--- src/tlu_params.svh ---
// ~~~~~~~~~~~~~~~~~~~~~~~~~~~~~~~~~~~~~~~~
// TLU handshake parameters
// widths, clock divisor and fixed wait counts
// ~~~~~~~~~~~~~~~~~~~~~~~~~~~~~~~~~~~~~~~~
`ifndef TLU_PARAMS_SVH
`define TLU_PARAMS_SVH

// trigger clock samples per TLU clock period
`define TLU_DIVISOR 8

// FIFO word, counter and trigger number width
`define TLU_WORD_W 32

`define TLU_TIMEOUT_W 8 // wait-for-low counter
`define TLU_BITCNT_W 5  // clock_cycles setting
`define TLU_DELAY_W 4   // extra latch delay setting

// most serial bits per trigger, also what clock_cycles = 0 selects
`define TLU_MAX_BITS 32

// short scintillator pulses can glitch the TLU trigger line,
// so never look at trigger low before this many cycles
`define TLU_GLITCH_WAIT 5

// synchronizer stages between TLU data line and shift register
`define TLU_SYNC_DELAY 3

`endif

--- src/tlu_pkg.sv ---
// ~~~~~~~~~~~~~~~~~~~~~~~~~~~~~~~~~~~~~~~~
// TLU handshake types
// modes, FSM states, config and status
// ~~~~~~~~~~~~~~~~~~~~~~~~~~~~~~~~~~~~~~~~
`include "tlu_params.svh"

package tlu_pkg;

    typedef logic [`TLU_WORD_W-1:0]    tlu_word_t;
    typedef logic [`TLU_TIMEOUT_W-1:0] timeout_t;
    typedef logic [`TLU_BITCNT_W-1:0]  bit_count_t;
    typedef logic [`TLU_DELAY_W-1:0]   delay_t;
    typedef logic [`TLU_BITCNT_W:0]    bit_total_t; // 1..32 serial bits

    typedef enum logic [1:0] {
        TRG_ONLY       = 2'd0,
        FLAG_HANDSHAKE = 2'd1,
        LOW_HANDSHAKE  = 2'd2,
        DATA_HANDSHAKE = 2'd3
    } tlu_mode_t;

    typedef enum logic [2:0] {
        IDLE              = 3'd0,
        WAIT_TRIGGER_LOW  = 3'd1,
        SEND_TLU_CLOCK    = 3'd2,
        WAIT_BEFORE_LATCH = 3'd3,
        LATCH_DATA        = 3'd4,
        WAIT_ACKNOWLEDGE  = 3'd5
    } fsm_state_t;

    typedef struct packed {
        tlu_mode_t  mode;
        timeout_t   low_time_out; // 0 disables the timeout
        bit_count_t clock_cycles; // 0 means 32
        delay_t     data_delay;
        logic       msb_first;
    } tlu_cfg_t;

    typedef struct packed {
        logic busy;
        logic clock_enable;
        logic low_timeout_error;
    } tlu_status_t;

    // number of serial bits the TLU sends per trigger
    function automatic bit_total_t bits_per_trigger(input bit_count_t clock_cycles);
        bits_per_trigger = (clock_cycles == '0) ? bit_total_t'(`TLU_MAX_BITS)
                                                : {1'b0, clock_cycles};
    endfunction

endpackage

--- src/tlu_handshake_fsm.sv ---
// ~~~~~~~~~~~~~~~~~~~~~~~~~~~~~~~~~~~~~~~~
// TLU trigger handshake FSM
// acceptance, TLU clocking, latch timing and acknowledge
// ~~~~~~~~~~~~~~~~~~~~~~~~~~~~~~~~~~~~~~~~
`timescale 1ns/100ps
`include "tlu_params.svh"

module tlu_handshake_fsm
    import tlu_pkg::*;
#(
    parameter int divisor = `TLU_DIVISOR
) (
    input  logic        trigger_clk,
    input  logic        reset,
    input  logic        tlu_reset_flag,
    input  logic        trigger,
    input  logic        trigger_flag,
    input  logic        trigger_veto,
    input  logic        trigger_enable,
    input  logic        trigger_acknowledge,
    input  tlu_cfg_t    cfg,
    output logic        accept_pulse,
    output logic        latch_strobe,
    output logic        fifo_write,
    output tlu_status_t status
);

    localparam int CLK_CNT_W = $clog2(`TLU_MAX_BITS * divisor + 1);

    fsm_state_t state;
    fsm_state_t next_state;

    timeout_t              low_cnt;     // cycles spent waiting for trigger low
    logic [CLK_CNT_W-1:0]  clk_cnt;     // TLU clock phase
    logic [CLK_CNT_W-1:0]  clk_target;
    logic [4:0]            wait_cnt;    // delay before latching serial data
    logic [4:0]            wait_target;
    bit_total_t            n_bits;

    logic busy_q;
    logic clk_en_q;
    logic timeout_err_q;
    logic acknowledged;

    logic flag_ok;
    logic line_ok;
    logic accept_ok;
    logic ack_seen;
    logic low_done;
    logic timeout_hit;

    assign n_bits      = bits_per_trigger(cfg.clock_cycles);
    assign clk_target  = CLK_CNT_W'(n_bits) * CLK_CNT_W'(divisor);
    assign wait_target = 5'(cfg.data_delay) + 5'(`TLU_SYNC_DELAY);

    // veto only blocks the internal strobe, a TLU line trigger ignores it
    assign flag_ok   = trigger_flag && !trigger_veto;
    assign line_ok   = trigger && (cfg.mode == LOW_HANDSHAKE || cfg.mode == DATA_HANDSHAKE);
    assign accept_ok = !trigger_acknowledge && trigger_enable && (flag_ok || line_ok);

    assign ack_seen = trigger_acknowledge || acknowledged;

    // glitch wait over and line low, or gave up on it
    assign low_done = (!trigger || timeout_err_q)
                      && (low_cnt >= timeout_t'(`TLU_GLITCH_WAIT));

    assign timeout_hit = (cfg.low_time_out != '0) && (low_cnt >= cfg.low_time_out);

    always_ff @(posedge trigger_clk)
    begin
        if (reset || tlu_reset_flag)
            state <= IDLE;
        else
            state <= next_state;
    end

    always_comb
    begin
        next_state = state;
        case (state)
            IDLE:
            begin
                if (accept_ok)
                    next_state = WAIT_TRIGGER_LOW;
            end
            WAIT_TRIGGER_LOW:
            begin
                if (cfg.mode == TRG_ONLY || cfg.mode == FLAG_HANDSHAKE)
                    next_state = LATCH_DATA;    // no TLU line to watch
                else if (low_done && cfg.mode == DATA_HANDSHAKE)
                    next_state = SEND_TLU_CLOCK;
                else if (low_done)
                    next_state = LATCH_DATA;
            end
            SEND_TLU_CLOCK:
            begin
                if (clk_cnt == clk_target)
                    next_state = WAIT_BEFORE_LATCH;
            end
            WAIT_BEFORE_LATCH:
            begin
                if (wait_cnt == wait_target)
                    next_state = LATCH_DATA;
            end
            LATCH_DATA, WAIT_ACKNOWLEDGE:
            begin
                // an early acknowledge lets busy drop right after the write
                next_state = ack_seen ? IDLE : WAIT_ACKNOWLEDGE;
            end
            default:
            begin
                next_state = IDLE;
            end
        endcase
    end

    // receiver takes its sample on the edge entering LATCH_DATA
    assign latch_strobe = (next_state == LATCH_DATA);

    // outputs registered from next state
    always_ff @(posedge trigger_clk)
    begin
        if (reset || tlu_reset_flag)
        begin
            accept_pulse  <= 1'b0;
            fifo_write    <= 1'b0;
            busy_q        <= 1'b0;
            clk_en_q      <= 1'b0;
            timeout_err_q <= 1'b0;
            acknowledged  <= 1'b0;
            low_cnt       <= '0;
            clk_cnt       <= '0;
            wait_cnt      <= '0;
        end
        else
        begin
            accept_pulse <= (state == IDLE) && (next_state == WAIT_TRIGGER_LOW);
            fifo_write   <= latch_strobe;
            busy_q       <= (next_state != IDLE);
            clk_en_q     <= (next_state == SEND_TLU_CLOCK);

            if (next_state != WAIT_TRIGGER_LOW)
                low_cnt <= '0;
            else if (low_cnt != '1)
                low_cnt <= low_cnt + 1'b1;  // saturate, error must not wrap away

            clk_cnt  <= (next_state == SEND_TLU_CLOCK) ? clk_cnt + 1'b1 : '0;
            wait_cnt <= (next_state == WAIT_BEFORE_LATCH) ? wait_cnt + 1'b1 : '0;

            if (next_state == IDLE)
                timeout_err_q <= 1'b0;
            else if (next_state == WAIT_TRIGGER_LOW && timeout_hit)
                timeout_err_q <= 1'b1;      // sticky until idle

            if (next_state == IDLE)
                acknowledged <= 1'b0;
            else if (trigger_acknowledge)
                acknowledged <= 1'b1;
        end
    end

    assign status.busy              = busy_q;
    assign status.clock_enable      = clk_en_q;
    assign status.low_timeout_error = timeout_err_q;

endmodule

--- src/tlu_serial_receiver.sv ---
// ~~~~~~~~~~~~~~~~~~~~~~~~~~~~~~~~~~~~~~~~
// TLU serial trigger number receiver
// oversampled shift register and bit-order latch
// ~~~~~~~~~~~~~~~~~~~~~~~~~~~~~~~~~~~~~~~~
`timescale 1ns/100ps
`include "tlu_params.svh"

module tlu_serial_receiver
    import tlu_pkg::*;
#(
    parameter int divisor = `TLU_DIVISOR
) (
    input  logic      trigger_clk,
    input  logic      trigger,
    input  logic      latch_strobe,
    input  tlu_cfg_t  cfg,
    output tlu_word_t trigger_number
);

    localparam int SR_W = `TLU_MAX_BITS * divisor;

    logic [SR_W-1:0] data_sr;   // newest sample at bit 0
    bit_total_t      n_bits;
    tlu_word_t       sampled;

    assign n_bits = bits_per_trigger(cfg.clock_cycles);

    // free running at one sample per trigger clock
    always_ff @(posedge trigger_clk)
    begin
        data_sr <= {data_sr[SR_W-2:0], trigger};
    end

    // slot k (counted back from the last bit sent) spans
    // data_sr[k*divisor +: divisor] and gives its top sample
    always_comb
    begin
        int slot;

        slot    = 0;
        sampled = '0;
        for (int n = 0; n < `TLU_MAX_BITS; n++)
        begin
            if (n < int'(n_bits) - 1)           // bit N-1 and above stay zero
            begin
                if (cfg.msb_first)
                    slot = n;                   // last bit sent is bit 0
                else
                    slot = int'(n_bits) - 1 - n; // first bit sent is bit 0
                sampled[n] = data_sr[slot * divisor + divisor - 1];
            end
        end
    end

    // held until the next trigger's latch
    always_ff @(posedge trigger_clk)
    begin
        if (latch_strobe)
            trigger_number <= sampled;
    end

endmodule

--- src/tlu_event_recorder.sv ---
// ~~~~~~~~~~~~~~~~~~~~~~~~~~~~~~~~~~~~~~~~
// Trigger counter and FIFO word assembly
// ~~~~~~~~~~~~~~~~~~~~~~~~~~~~~~~~~~~~~~~~
`timescale 1ns/100ps
`include "tlu_params.svh"

module tlu_event_recorder
    import tlu_pkg::*;
(
    input  logic      trigger_clk,
    input  logic      reset,
    input  logic      accept_pulse,
    input  logic      counter_set,
    input  tlu_word_t counter_set_value,
    input  tlu_word_t trigger_number,
    input  tlu_mode_t mode,
    output tlu_word_t fifo_data
);

    tlu_word_t trigger_count;
    tlu_word_t count_at_accept;    // value before this trigger's increment
    tlu_word_t payload;

    // preset from host wins over the increment
    always_ff @(posedge trigger_clk)
    begin
        if (reset)
            trigger_count <= '0;
        else if (counter_set)
            trigger_count <= counter_set_value;
        else if (accept_pulse)
            trigger_count <= trigger_count + 1'b1;
    end

    always_ff @(posedge trigger_clk)
    begin
        if (accept_pulse)
            count_at_accept <= trigger_count;
    end

    // TLU number only when it was clocked out of the TLU
    always_comb
    begin
        if (mode == DATA_HANDSHAKE)
            payload = trigger_number;
        else
            payload = count_at_accept;
    end

    assign fifo_data = {1'b1, payload[`TLU_WORD_W-2:0]}; // top bit tags a trigger word

endmodule

--- src/tlu_controller.sv ---
// ~~~~~~~~~~~~~~~~~~~~~~~~~~~~~~~~~~~~~~~~
// TLU trigger handshake controller top
// ~~~~~~~~~~~~~~~~~~~~~~~~~~~~~~~~~~~~~~~~
`timescale 1ns/100ps
`include "tlu_params.svh"

module tlu_controller
    import tlu_pkg::*;
(
    input  logic        trigger_clk,
    input  logic        reset,
    input  logic        trigger,             // TLU line, serial data in mode 3
    input  logic        trigger_flag,
    input  logic        trigger_veto,
    input  logic        trigger_enable,
    input  logic        trigger_acknowledge,
    input  logic        tlu_reset_flag,
    input  tlu_cfg_t    cfg,
    input  logic        counter_set,
    input  tlu_word_t   counter_set_value,
    output logic        fifo_write,
    output tlu_word_t   fifo_data,
    output logic        trigger_accepted_flag,
    output tlu_status_t status
);

    logic      latch_strobe;
    tlu_word_t trigger_number;

    tlu_handshake_fsm #(
        .divisor             (`TLU_DIVISOR)
    ) u_fsm (
        .trigger_clk         (trigger_clk),
        .reset               (reset),
        .tlu_reset_flag      (tlu_reset_flag),
        .trigger             (trigger),
        .trigger_flag        (trigger_flag),
        .trigger_veto        (trigger_veto),
        .trigger_enable      (trigger_enable),
        .trigger_acknowledge (trigger_acknowledge),
        .cfg                 (cfg),
        .accept_pulse        (trigger_accepted_flag),
        .latch_strobe        (latch_strobe),
        .fifo_write          (fifo_write),
        .status              (status)
    );

    tlu_serial_receiver #(
        .divisor        (`TLU_DIVISOR)
    ) u_receiver (
        .trigger_clk    (trigger_clk),
        .trigger        (trigger),
        .latch_strobe   (latch_strobe),
        .cfg            (cfg),
        .trigger_number (trigger_number)
    );

    tlu_event_recorder u_recorder (
        .trigger_clk       (trigger_clk),
        .reset             (reset),
        .accept_pulse      (trigger_accepted_flag),
        .counter_set       (counter_set),
        .counter_set_value (counter_set_value),
        .trigger_number    (trigger_number),
        .mode              (cfg.mode),
        .fifo_data         (fifo_data)
    );

endmodule

--- config.mk ---
export PLATFORM = sky130hd
export DESIGN_NAME = tlu_controller
export DESIGN_NICKNAME = d
export VERILOG_FILES = /design/src/tlu_pkg.sv /design/src/tlu_handshake_fsm.sv /design/src/tlu_serial_receiver.sv /design/src/tlu_event_recorder.sv /design/src/tlu_controller.sv
export VERILOG_INCLUDE_DIRS = /design/src
export SDC_FILE = /design/constraint.sdc
export NUM_CORES = 1
export LEC_CHECK = 0
export BUFFER_PORTS_ARGS = -buffer_cell sky130_fd_sc_hd__buf_2
export CELL_PAD_IN_SITES_DETAIL_PLACEMENT = 0
export CELL_PAD_IN_SITES_GLOBAL_PLACEMENT = 1
export CORE_ASPECT_RATIO = 0.8
export CORE_MARGIN = 3
export CORE_UTILIZATION = 25
export DETAILED_ROUTE_END_ITERATION = 16
export PLACE_DENSITY = 0.57
export REMOVE_ABC_BUFFERS = 1
export SLEW_MARGIN = 5
export SYNTH_ARGS = -nofsm -noshare
export SYNTH_HDL_FRONTEND = slang
export SYNTH_SLANG_ARGS = --single-unit
--- constraint.sdc ---
create_clock -name trigger_clk -period 4.2 [get_ports trigger_clk]
set_input_delay 0.42 -clock trigger_clk [delete_from_list [all_inputs] [get_ports trigger_clk]]
set_output_delay 0.42 -clock trigger_clk [all_outputs]
set_load 0.05 [all_outputs]
**Word level (Yosys, flattened, before mapping)**

Cells that the tools add are included.

- Register bits after elaboration: 381
- Bits of input ports: 61

- $add $sub $neg: 98
- $lt $le $gt $ge: 64
- Eq/ne operators: 16
- Mux-type cells: 167
- Bitwise logic cells: 2
- Reduce and logical (&&, ||, !) cells: 30

Operators with widths:

| kind | count |
|---|---|
| $mux 29 | 62 |
| $add 32x5->32 const B | 31 |
| $lt 32x10->1 const B | 31 |
| $sub 32x2->32 const B | 31 |
| $bmux 1 s8 | 31 |
| $sub 7x6->8 const B | 15 |
| $lt 6x7->1 const A | 15 |
| $mux 32 | 2 |
| $sub 7x5->8 const B | 8 |
| $mux 1 | 62 |
| $lt 5x7->1 const A | 8 |
| $add 32x1->32 const B | 1 |
| $sub 7x4->8 const B | 4 |
| $mux 31 | 1 |
| $lt 4x7->1 const A | 4 |
| $mux 3 | 7 |
| $sub 7x3->8 const B | 2 |
| $pmux 3 s5 | 1 |
| $lt 3x7->1 const A | 2 |
| $eq 3x2->1 const B | 4 |
| $reduce_or 2->1 | 5 |
| $add 9x1->9 const B | 1 |
| $eq 3x3->1 const B | 3 |
| $eq 9x9->1 | 1 |
| 26 further kinds | 45 |

**Longest topological paths before layout**

Gate-level depths: netlist of the first run.

- Depth after elaboration: 11
- Mapped depth: 15

**Modules after synthesis**

A second synthesis of the first run with hierarchy kept.

- Cells, all modules: 1194
- Area total of the unflattened synthesis: 14428.8 µm²

Modules (own cells, without submodules):

| module | times used | cells each | area an instance (µm²) | sequential area each (µm²) |
|---|---|---|---|---|
| tlu_serial_receiver | 1 | 673 | 9399.0 | 6085.8 |
| tlu_event_recorder | 1 | 301 | 3139.3 | 1551.5 |
| tlu_handshake_fsm | 1 | 220 | 1890.6 | 620.6 |

**Least setup slack after synthesis of the first run**

Ideal clock, no wire load.

- Path kind: input to register
- From: in cfg[5] (netlist bit)
- To: reg u_receiver.trigger_number[0], enable pin
- Library setup time: 0.419 ns
- Data arrival time: 3.391 ns
- Data required time: 3.781 ns
- Path slack: 0.390 ns
- Stages: 10
- Cells stage by stage: buf_4 clkbuf_1 inv_1 ha_1 nor4b_4 a211oi_1 a31oi_1 o32a_1 o211ai_2 nor2_1

- Cells in the longest elaborated chain, start to end: 6

Ends and longest elaborated chain:

| item | RTL line | text |
|---|---|---|
| start, declared | tlu_controller.sv:18 | `input tlu_cfg_t cfg,` |
| $logic_not 5->1 | tlu_pkg.sv:47 | `` bits_per_trigger = (clock_cycles == '0) ? bit_total_t'(`TLU_MAX_BITS) `` |
| $mux 6 (*) | tlu_pkg.sv:47 |  |
| $eq 9x9->1 (*) | tlu_handshake_fsm.sv:97 | `if (clk_cnt == clk_target)` |
| $mux 3 (*) | tlu_handshake_fsm.sv:97 |  |
| $pmux 3 s5 (*) | tlu_handshake_fsm.sv:80 | `case (state)` |
| $eq 3x3->1 (*) | tlu_handshake_fsm.sv:118 | `assign latch_strobe = (next_state == LATCH_DATA);` |
| end signal, assigned | tlu_serial_receiver.sv:59 | `trigger_number <= sampled;` |
| end, declared | tlu_serial_receiver.sv:17 | `output tlu_word_t trigger_number` |

Every way passes the cells marked *; elsewhere a longest branch is shown, timed or not.
A chain may end at the register's enable or synchronous reset.

**Final worst setup path of the first run**

- From: in cfg[6] (netlist bit)
- To: reg u_receiver.trigger_number[17] (data pin)

- Cells in the longest elaborated chain, start to end: 11

Ends and longest elaborated chain:

| item | RTL line | text |
|---|---|---|
| $logic_not 5->1 | tlu_pkg.sv:47 |  |
| $mux 6 (*) | tlu_pkg.sv:47 |  |
| $sub 6x1->7 (*) | tlu_serial_receiver.sv:44, tlu_serial_receiver.sv:49 |  |
| $sub 7x6->8 | tlu_serial_receiver.sv:49 | `slot = int'(n_bits) - 1 - n;` |
| $mux 29 | tlu_serial_receiver.sv:46 | `if (cfg.msb_first)` |
| $mux 29 | tlu_serial_receiver.sv:44 | `if (n < int'(n_bits) - 1)` |
| $add 32x5->32 | tlu_serial_receiver.sv:50 | `sampled[n] = data_sr[slot * divisor + divisor - 1];` |
| $sub 32x2->32 | tlu_serial_receiver.sv:50 |  |
| $bmux 1 s8 | tlu_serial_receiver.sv:50 |  |
| $mux 1 (not written as such) (2 in series) | tlu_serial_receiver.sv:50 |  |

Every way passes the cells marked *; elsewhere a longest branch is shown, timed or not. The select of a mux whose other input is x is not followed.

==> metrics.cfg, run 1 <==
[clocking]
ctsResizeCount=0
cts_tree=done
cts_setup_buffers=0
clkSinkCount=380
clk_pin_slew_worst_paths_ns=0.06
clockBufferDepth=3
worstSkewPairLatency_ns=0.53
cts_hold_buf=0
cts-root-buf=clkbuf_16
cts_buffers=36
htreeDepth=2

[worst_setup_path]
crit_chain=buf_2, inv_1, ha_1, xnor2_4, buf_4, ha_1, o22ai_1, nand3_1, a21oi_2, mux2i_1, nand2_1, a221oi_1
slowest_stage=o22ai_1
cp_max_fo=9
crit_arrival_ns=3.43
path_class=in -> reg
cp-end-kind=flip-flop
critPathLaunchType=primary input
critPathRequiredTime_ns=4.53
cp_slowest_stage_delay_ns=0.40
cp-startpoint=cfg[6]
reg2reg_from=u_recorder.trigger_count[4]
crit_top_cell=ha_1

[layout]
drive_gt1_frac=0.203
area_growth_pct=17.2
antenna_cells=0
nets=1419

[timing]
hold_violations=0
final-setup-viol-count=0
fin_skew_ns=0.0172
fin_tns_setup_ns=0
tightest_slew_ns=1.15
min_period_over_period=0.739
slew_headroom=0.226
rsz0062_at_grt=false
min_period_ns=3.10
fmax_ghz=0.322
final-max-slew-violation-count=0

[drt]
wl_met3_mm=2.20
wl_per_cell_um=16.7
viasPerCell=4.42
vias=9275
ant_nets=0
wl_met2_mm=13.8
routed.top_layer=met4
remaining_drc_errors=0
drt-met1-wl_mm=18.6
firstDrtPassIters=5
routed_wl_mm=35.1
drt_iter0_drc=699

[grt]
grt_pass1_wl_mm=53.3
grt_overflow=0
grt_pass1_vias=8946
grt_usage=0.115
grt_max_degree=55
antenna_found_initial=2

[yosys]
synth_edf_count=62
synth_top_area_frac=0.445
synthCells=1217
yosysMostFrequentCell=dfxtp_1
yosys_most_used_dff=dfxtp_1
synth_area_um2=14300
synth_top_cell_by_area=dfxtp_1
synth.avg_cell_area_um2=11.8
yosysSeqAreaShare=0.575
synth-seq-cells=380
yosys_warnings=0
yosysUniqueCellTypes=76
ys_top_cells_by_count=318 x dfxtp_1, 121 x nor2_1, 88 x mux2i_1, 67 x a21oi_1, 62 x edfxtp_1
async_flop_share=0
yosys-top-cells-area=dfxtp_1 44%, edfxtp_1 13%, mux2i_1 6.2%

[power]
power_mw=7.58
peakVddDrop_v=0.000223
leakage_nw=6.35
power_density_nw_per_um2=452

[die]
start_util=0.256
coreArea_um2=56000
io_pins=98
rows=77
die_w_um=274
die_y_um=220
die_area_um2=60200

[placement]
gp_congestion=0.853
io_buffers=95
dp_hpwl_mm=25.9

[min_path]
hold_path_class=in -> reg
hold_path_startpoint=trigger

[run_status]
status=complete, no violations

[run]
cap_viol_max_count=0

==> area by class of cell <==
| type | instances | area, µm² |
|---|---|---|
| fillers | 5686 | 39200 |
| flip-flops and latches | 380 | 8230 |
| multi-input cells | 755 | 5700 |
| clock buffers | 44 | 981 |
| well taps | 750 | 938 |
| repair buffers | 113 | 623 |
| clock inverters | 21 | 166 |
| inverters | 35 | 131 |
==> state kept, by name, indices dropped and copies added (netlist names) <==
| register | count |
|---|---|
| u_receiver.data_sr | 256 |
| u_receiver.trigger_number | 31 |
| u_recorder.count_at_accept | 31 |
| u_recorder.trigger_count | 31 |
| u_fsm.clk_cnt | 9 |
| u_fsm.low_cnt | 8 |
| u_fsm.wait_cnt | 5 |
| u_fsm.state | 3 |
| u_fsm.accept_pulse | 1 |
| u_fsm.acknowledged | 1 |
| u_fsm.busy_q | 1 |
| u_fsm.clk_en_q | 1 |
| u_fsm.fifo_write | 1 |
| u_fsm.timeout_err_q | 1 |
==> routing by layer <==
| metal | GRT usage | up-vias |
|---|---|---|
| met1 | 0.178 | 4483 |
| met3 | 0.0285 | 45 |
| met2 | 0.158 | 216 |
| met5 | 0 | - |
| met4 | 0.0231 | 0 |
| li1 | - | 4531 |
==> power by group <==
group | internal, mW | switching, mW
Clock | 1.75 | 1.37
Sequential | 3.75 | 0.0368
Combinational | 0.259 | 0.419
Total | 5.76 | 1.82
==> critical path: cells and delay by family <==
family / cells / cell delay (ns)
simple gates: 2 / 0.34
mux: 1 / 0.29
fa+ha+maj: 2 / 0.59
buf+inv: 3 / 0.55
compound gates: 3 / 1.03
xor+xnor: 1 / 0.21
==> metrics by stage <==
step | cell area, µm² | std cells | hold WS, ns | util | setup slack, ns
after floorplan | 14100 | 1170 | 0.310 | - | 0.513
after global placement | 15600 | 2033 | 0.310 | 0.279 | 0.640
after detailed placement | 15600 | 2033 | 0.312 | 0.279 | 0.606
after CTS | 16800 | 2098 | 0.0784 | 0.300 | 1.16
after global routing | 16800 | 2098 | 0.0900 | 0.300 | 0.893
final | 16800 | 2098 | 0.103 | 0.300 | 1.10
==> cells in the final DEF, fill, tap and decap left out, types with 7 or more instances in the layout <==
cell type / instances
nor2b_1: 16
nand2_1: 59
xnor2_1: 35
mux2_2: 43
nor2_1: 119
and3_1: 13
clkbuf_16: 36
xor2_1: 27
nand3_1: 33
dfxtp_1: 317
a211o_1: 7
a211oi_1: 11
inv_1: 33
o21ai_0: 25
a31oi_1: 8
ha_1: 37
buf_4: 17
clkinv_2: 10
nor3_1: 17
mux2i_1: 88
a21oi_1: 67
nor4_1: 10
edfxtp_1: 62
mux4_2: 22
nand4_1: 20
buf_2: 95
==> cell families after synthesis <==
group | Yosys count | share of synthesized area
XOR/XNOR | 67 | 0.0449
AND/OR/NAND/NOR | 332 | 0.117
adder cells (fa/ha/maj) | 37 | 0.0323
other | 1 | 0.000262
AO/OA/AOI/OAI | 165 | 0.0732
flip-flops | 380 | 0.575
multiplexers | 153 | 0.130
buffers and inverters | 82 | 0.0275
==> final timing paths <==
path         cells past startpoint                             to  slack (ns)
max                             12  u_receiver.trigger_number[17]        1.10
min reg2reg                      0         u_receiver.data_sr[29]        0.32
min                              1          u_receiver.data_sr[0]        0.10
max reg2reg                      7   u_recorder.trigger_count[11]        1.69
No activity file was read; power rests on OpenSTA's default activity.
==> run 2, diff against run 1 <==
==> constraint.sdc (replaced) <==
create_clock -name trigger_clk -period 3.05 [get_ports trigger_clk]
set_input_delay 0.305 -clock trigger_clk [delete_from_list [all_inputs] [get_ports trigger_clk]]
set_output_delay 0.305 -clock trigger_clk [all_outputs]
set_load 0.05 [all_outputs]
==> metrics.cfg, run 2 (synthesis results as in run 1) <==
[run_status]
status=complete, no violations

[clocking]
cts-root-buf=clkbuf_16
cts_setup_buffers=0
cts_tree=done
clockBufferDepth=3
cts_buffers=36
clk_pin_slew_worst_paths_ns=0.06
clkSinkCount=380
worstSkewPairLatency_ns=0.52
htreeDepth=2

[min_path]
min_to=u_recorder.trigger_count[9]
hold_path_startpoint=counter_set_value[9]
hold_path_class=in -> reg
worstHoldPathCells=3

[placement]
dp_hpwl_mm=26.6
gp_congestion=0.854
dp.cells=2073
io_buffers=95

[timing]
final-setup-viol-count=0
min_period_over_period=0.850
fin_skew_ns=0.0180
rsz0062_at_grt=false
min_period_ns=2.59
fmax_ghz=0.386
final-max-slew-violation-count=0
hold_violations=0
tightest_slew_ns=1.04
slew_headroom=0.304

[layout]
largest_reg_flops=256
final_cell_mix=317 x dfxtp_1, 119 x nor2_1, 95 x buf_2, 88 x mux2i_1, 67 x a21oi_1
drive_gt1_frac=0.223
regMostFlops=u_receiver.data_sr
area_growth_pct=20.7
layout_commonest_cell=dfxtp_1
nets=1470
finalNonFillerCells=2145

[worst_setup_path]
crit_arrival_ns=2.92
rr_worst_depth=7
crit_chain=buf_2, inv_1, ha_1, xnor2_4, ha_1, inv_1, o22ai_1, nand3_1, a21oi_2, mux2i_1, nand2_1, a221oi_1
slowest_stage=ha_1
r2r_setup_slack_ns=0.63
critPathLaunchType=primary input
reg2reg_from=u_recorder.trigger_count[8]
path_class=in -> reg
timing.rr.end=u_recorder.trigger_count[24]
critPathRequiredTime_ns=3.38
critical-path-top-delay-family=compound AO/OA/AOI/OAI gates
cp-end-kind=flip-flop
critPathBufInv=3
cp_slowest_stage_delay_ns=0.37
cp_max_fo=5

[die]
die_y_um=220
io_pins=98
start_util=0.256
die_w_um=274
rows=77
coreArea_um2=56000
die_area_um2=60200

[power]
leakage_nw=6.62
power_density_nw_per_um2=625
power_mw=10.8
peakVddDrop_v=0.000277

[grt]
grt_usage=0.116
antenna_found_initial=6
grt_pass1_wl_mm=53.8
grt_max_degree=55
grt_overflow=0
grt_pass1_vias=8937

[drt]
firstDrtPassIters=5
routed_wl_mm=35.8
vias=9487
viasPerCell=4.42
remaining_drc_errors=0
ant_nets=0
drt_iter0_drc=708
wl_per_cell_um=16.7

[run]
cap_viol_max_count=0

## run 2: repair_timing
item / CTS / global route
gates resized for setup: 0 / 0
endpoints found under the hold margin: 11 / 0
hold buffers: 11 / 0
setup endpoints to repair: 0 / 0
## run 2: how the worst max path moves through the flow
stage               slack (ns)  startpoint  cells past startpoint                       endpoint
global route              0.24      cfg[6]                     12   u_receiver.trigger_number[9]
finish                    0.46      cfg[6]                     12  u_receiver.trigger_number[17]
floorplan                -0.52      cfg[0]                      5  u_receiver.trigger_number[23]
CTS                       0.50      cfg[6]                     12  u_receiver.trigger_number[17]
global placement          0.04      cfg[6]                     12  u_receiver.trigger_number[17]
detailed placement       -0.06      cfg[6]                     12  u_receiver.trigger_number[17]
## run 2: power by group
part	internal (mW)	switching, mW	leakage (nW)
registers	5.17	0.0493	3.13
logic	0.418	0.594	2.90
clock network	2.64	1.92	0.595
total	8.23	2.56	6.62
## run 2: final cells by class
class,count,area [µm²]
Sequential cell,380,8230
Timing Repair Buffer,164,1060
Clock buffer,43,1010
Clock inverter,17,200
Inverter,35,131
Antenna cell,1,2.50
Fill cell,5684,38700
Tap cell,750,938
Multi-Input combinational cell,755,5700
## run 2: layer usage
layer | share of wire | global-route usage | vias to the layer above
met2 | 0.39 | 0.157 | 217
met5 | 0.00081 | 0 | -
li1 | - | - | 4616
met4 | 0.020 | 0.0261 | 4
met1 | 0.53 | 0.181 | 4596
met3 | 0.064 | 0.0295 | 54
## run 2: worst min-delay path: stages
cell	delay, ns
buf_2	0.08
mux2i_1	0.06
nor2_1	0.07
## run 2: through the flow
step	instance area [µm²]	setup slack, ns	TNS [ns]	util	hold slack, ns
2_1_floorplan	14100	-0.522	-16.66	-	0.310
3_3_place_gp	15900	0.0424	0	0.285	0.310
3_5_place_dp	15900	-0.0573	-0.0812	0.285	0.312
4_1_cts	17300	0.500	0	0.309	0.00212
5_1_grt	17300	0.240	0	0.309	0.0340
6_report	17300	0.459	0	0.309	0.0272
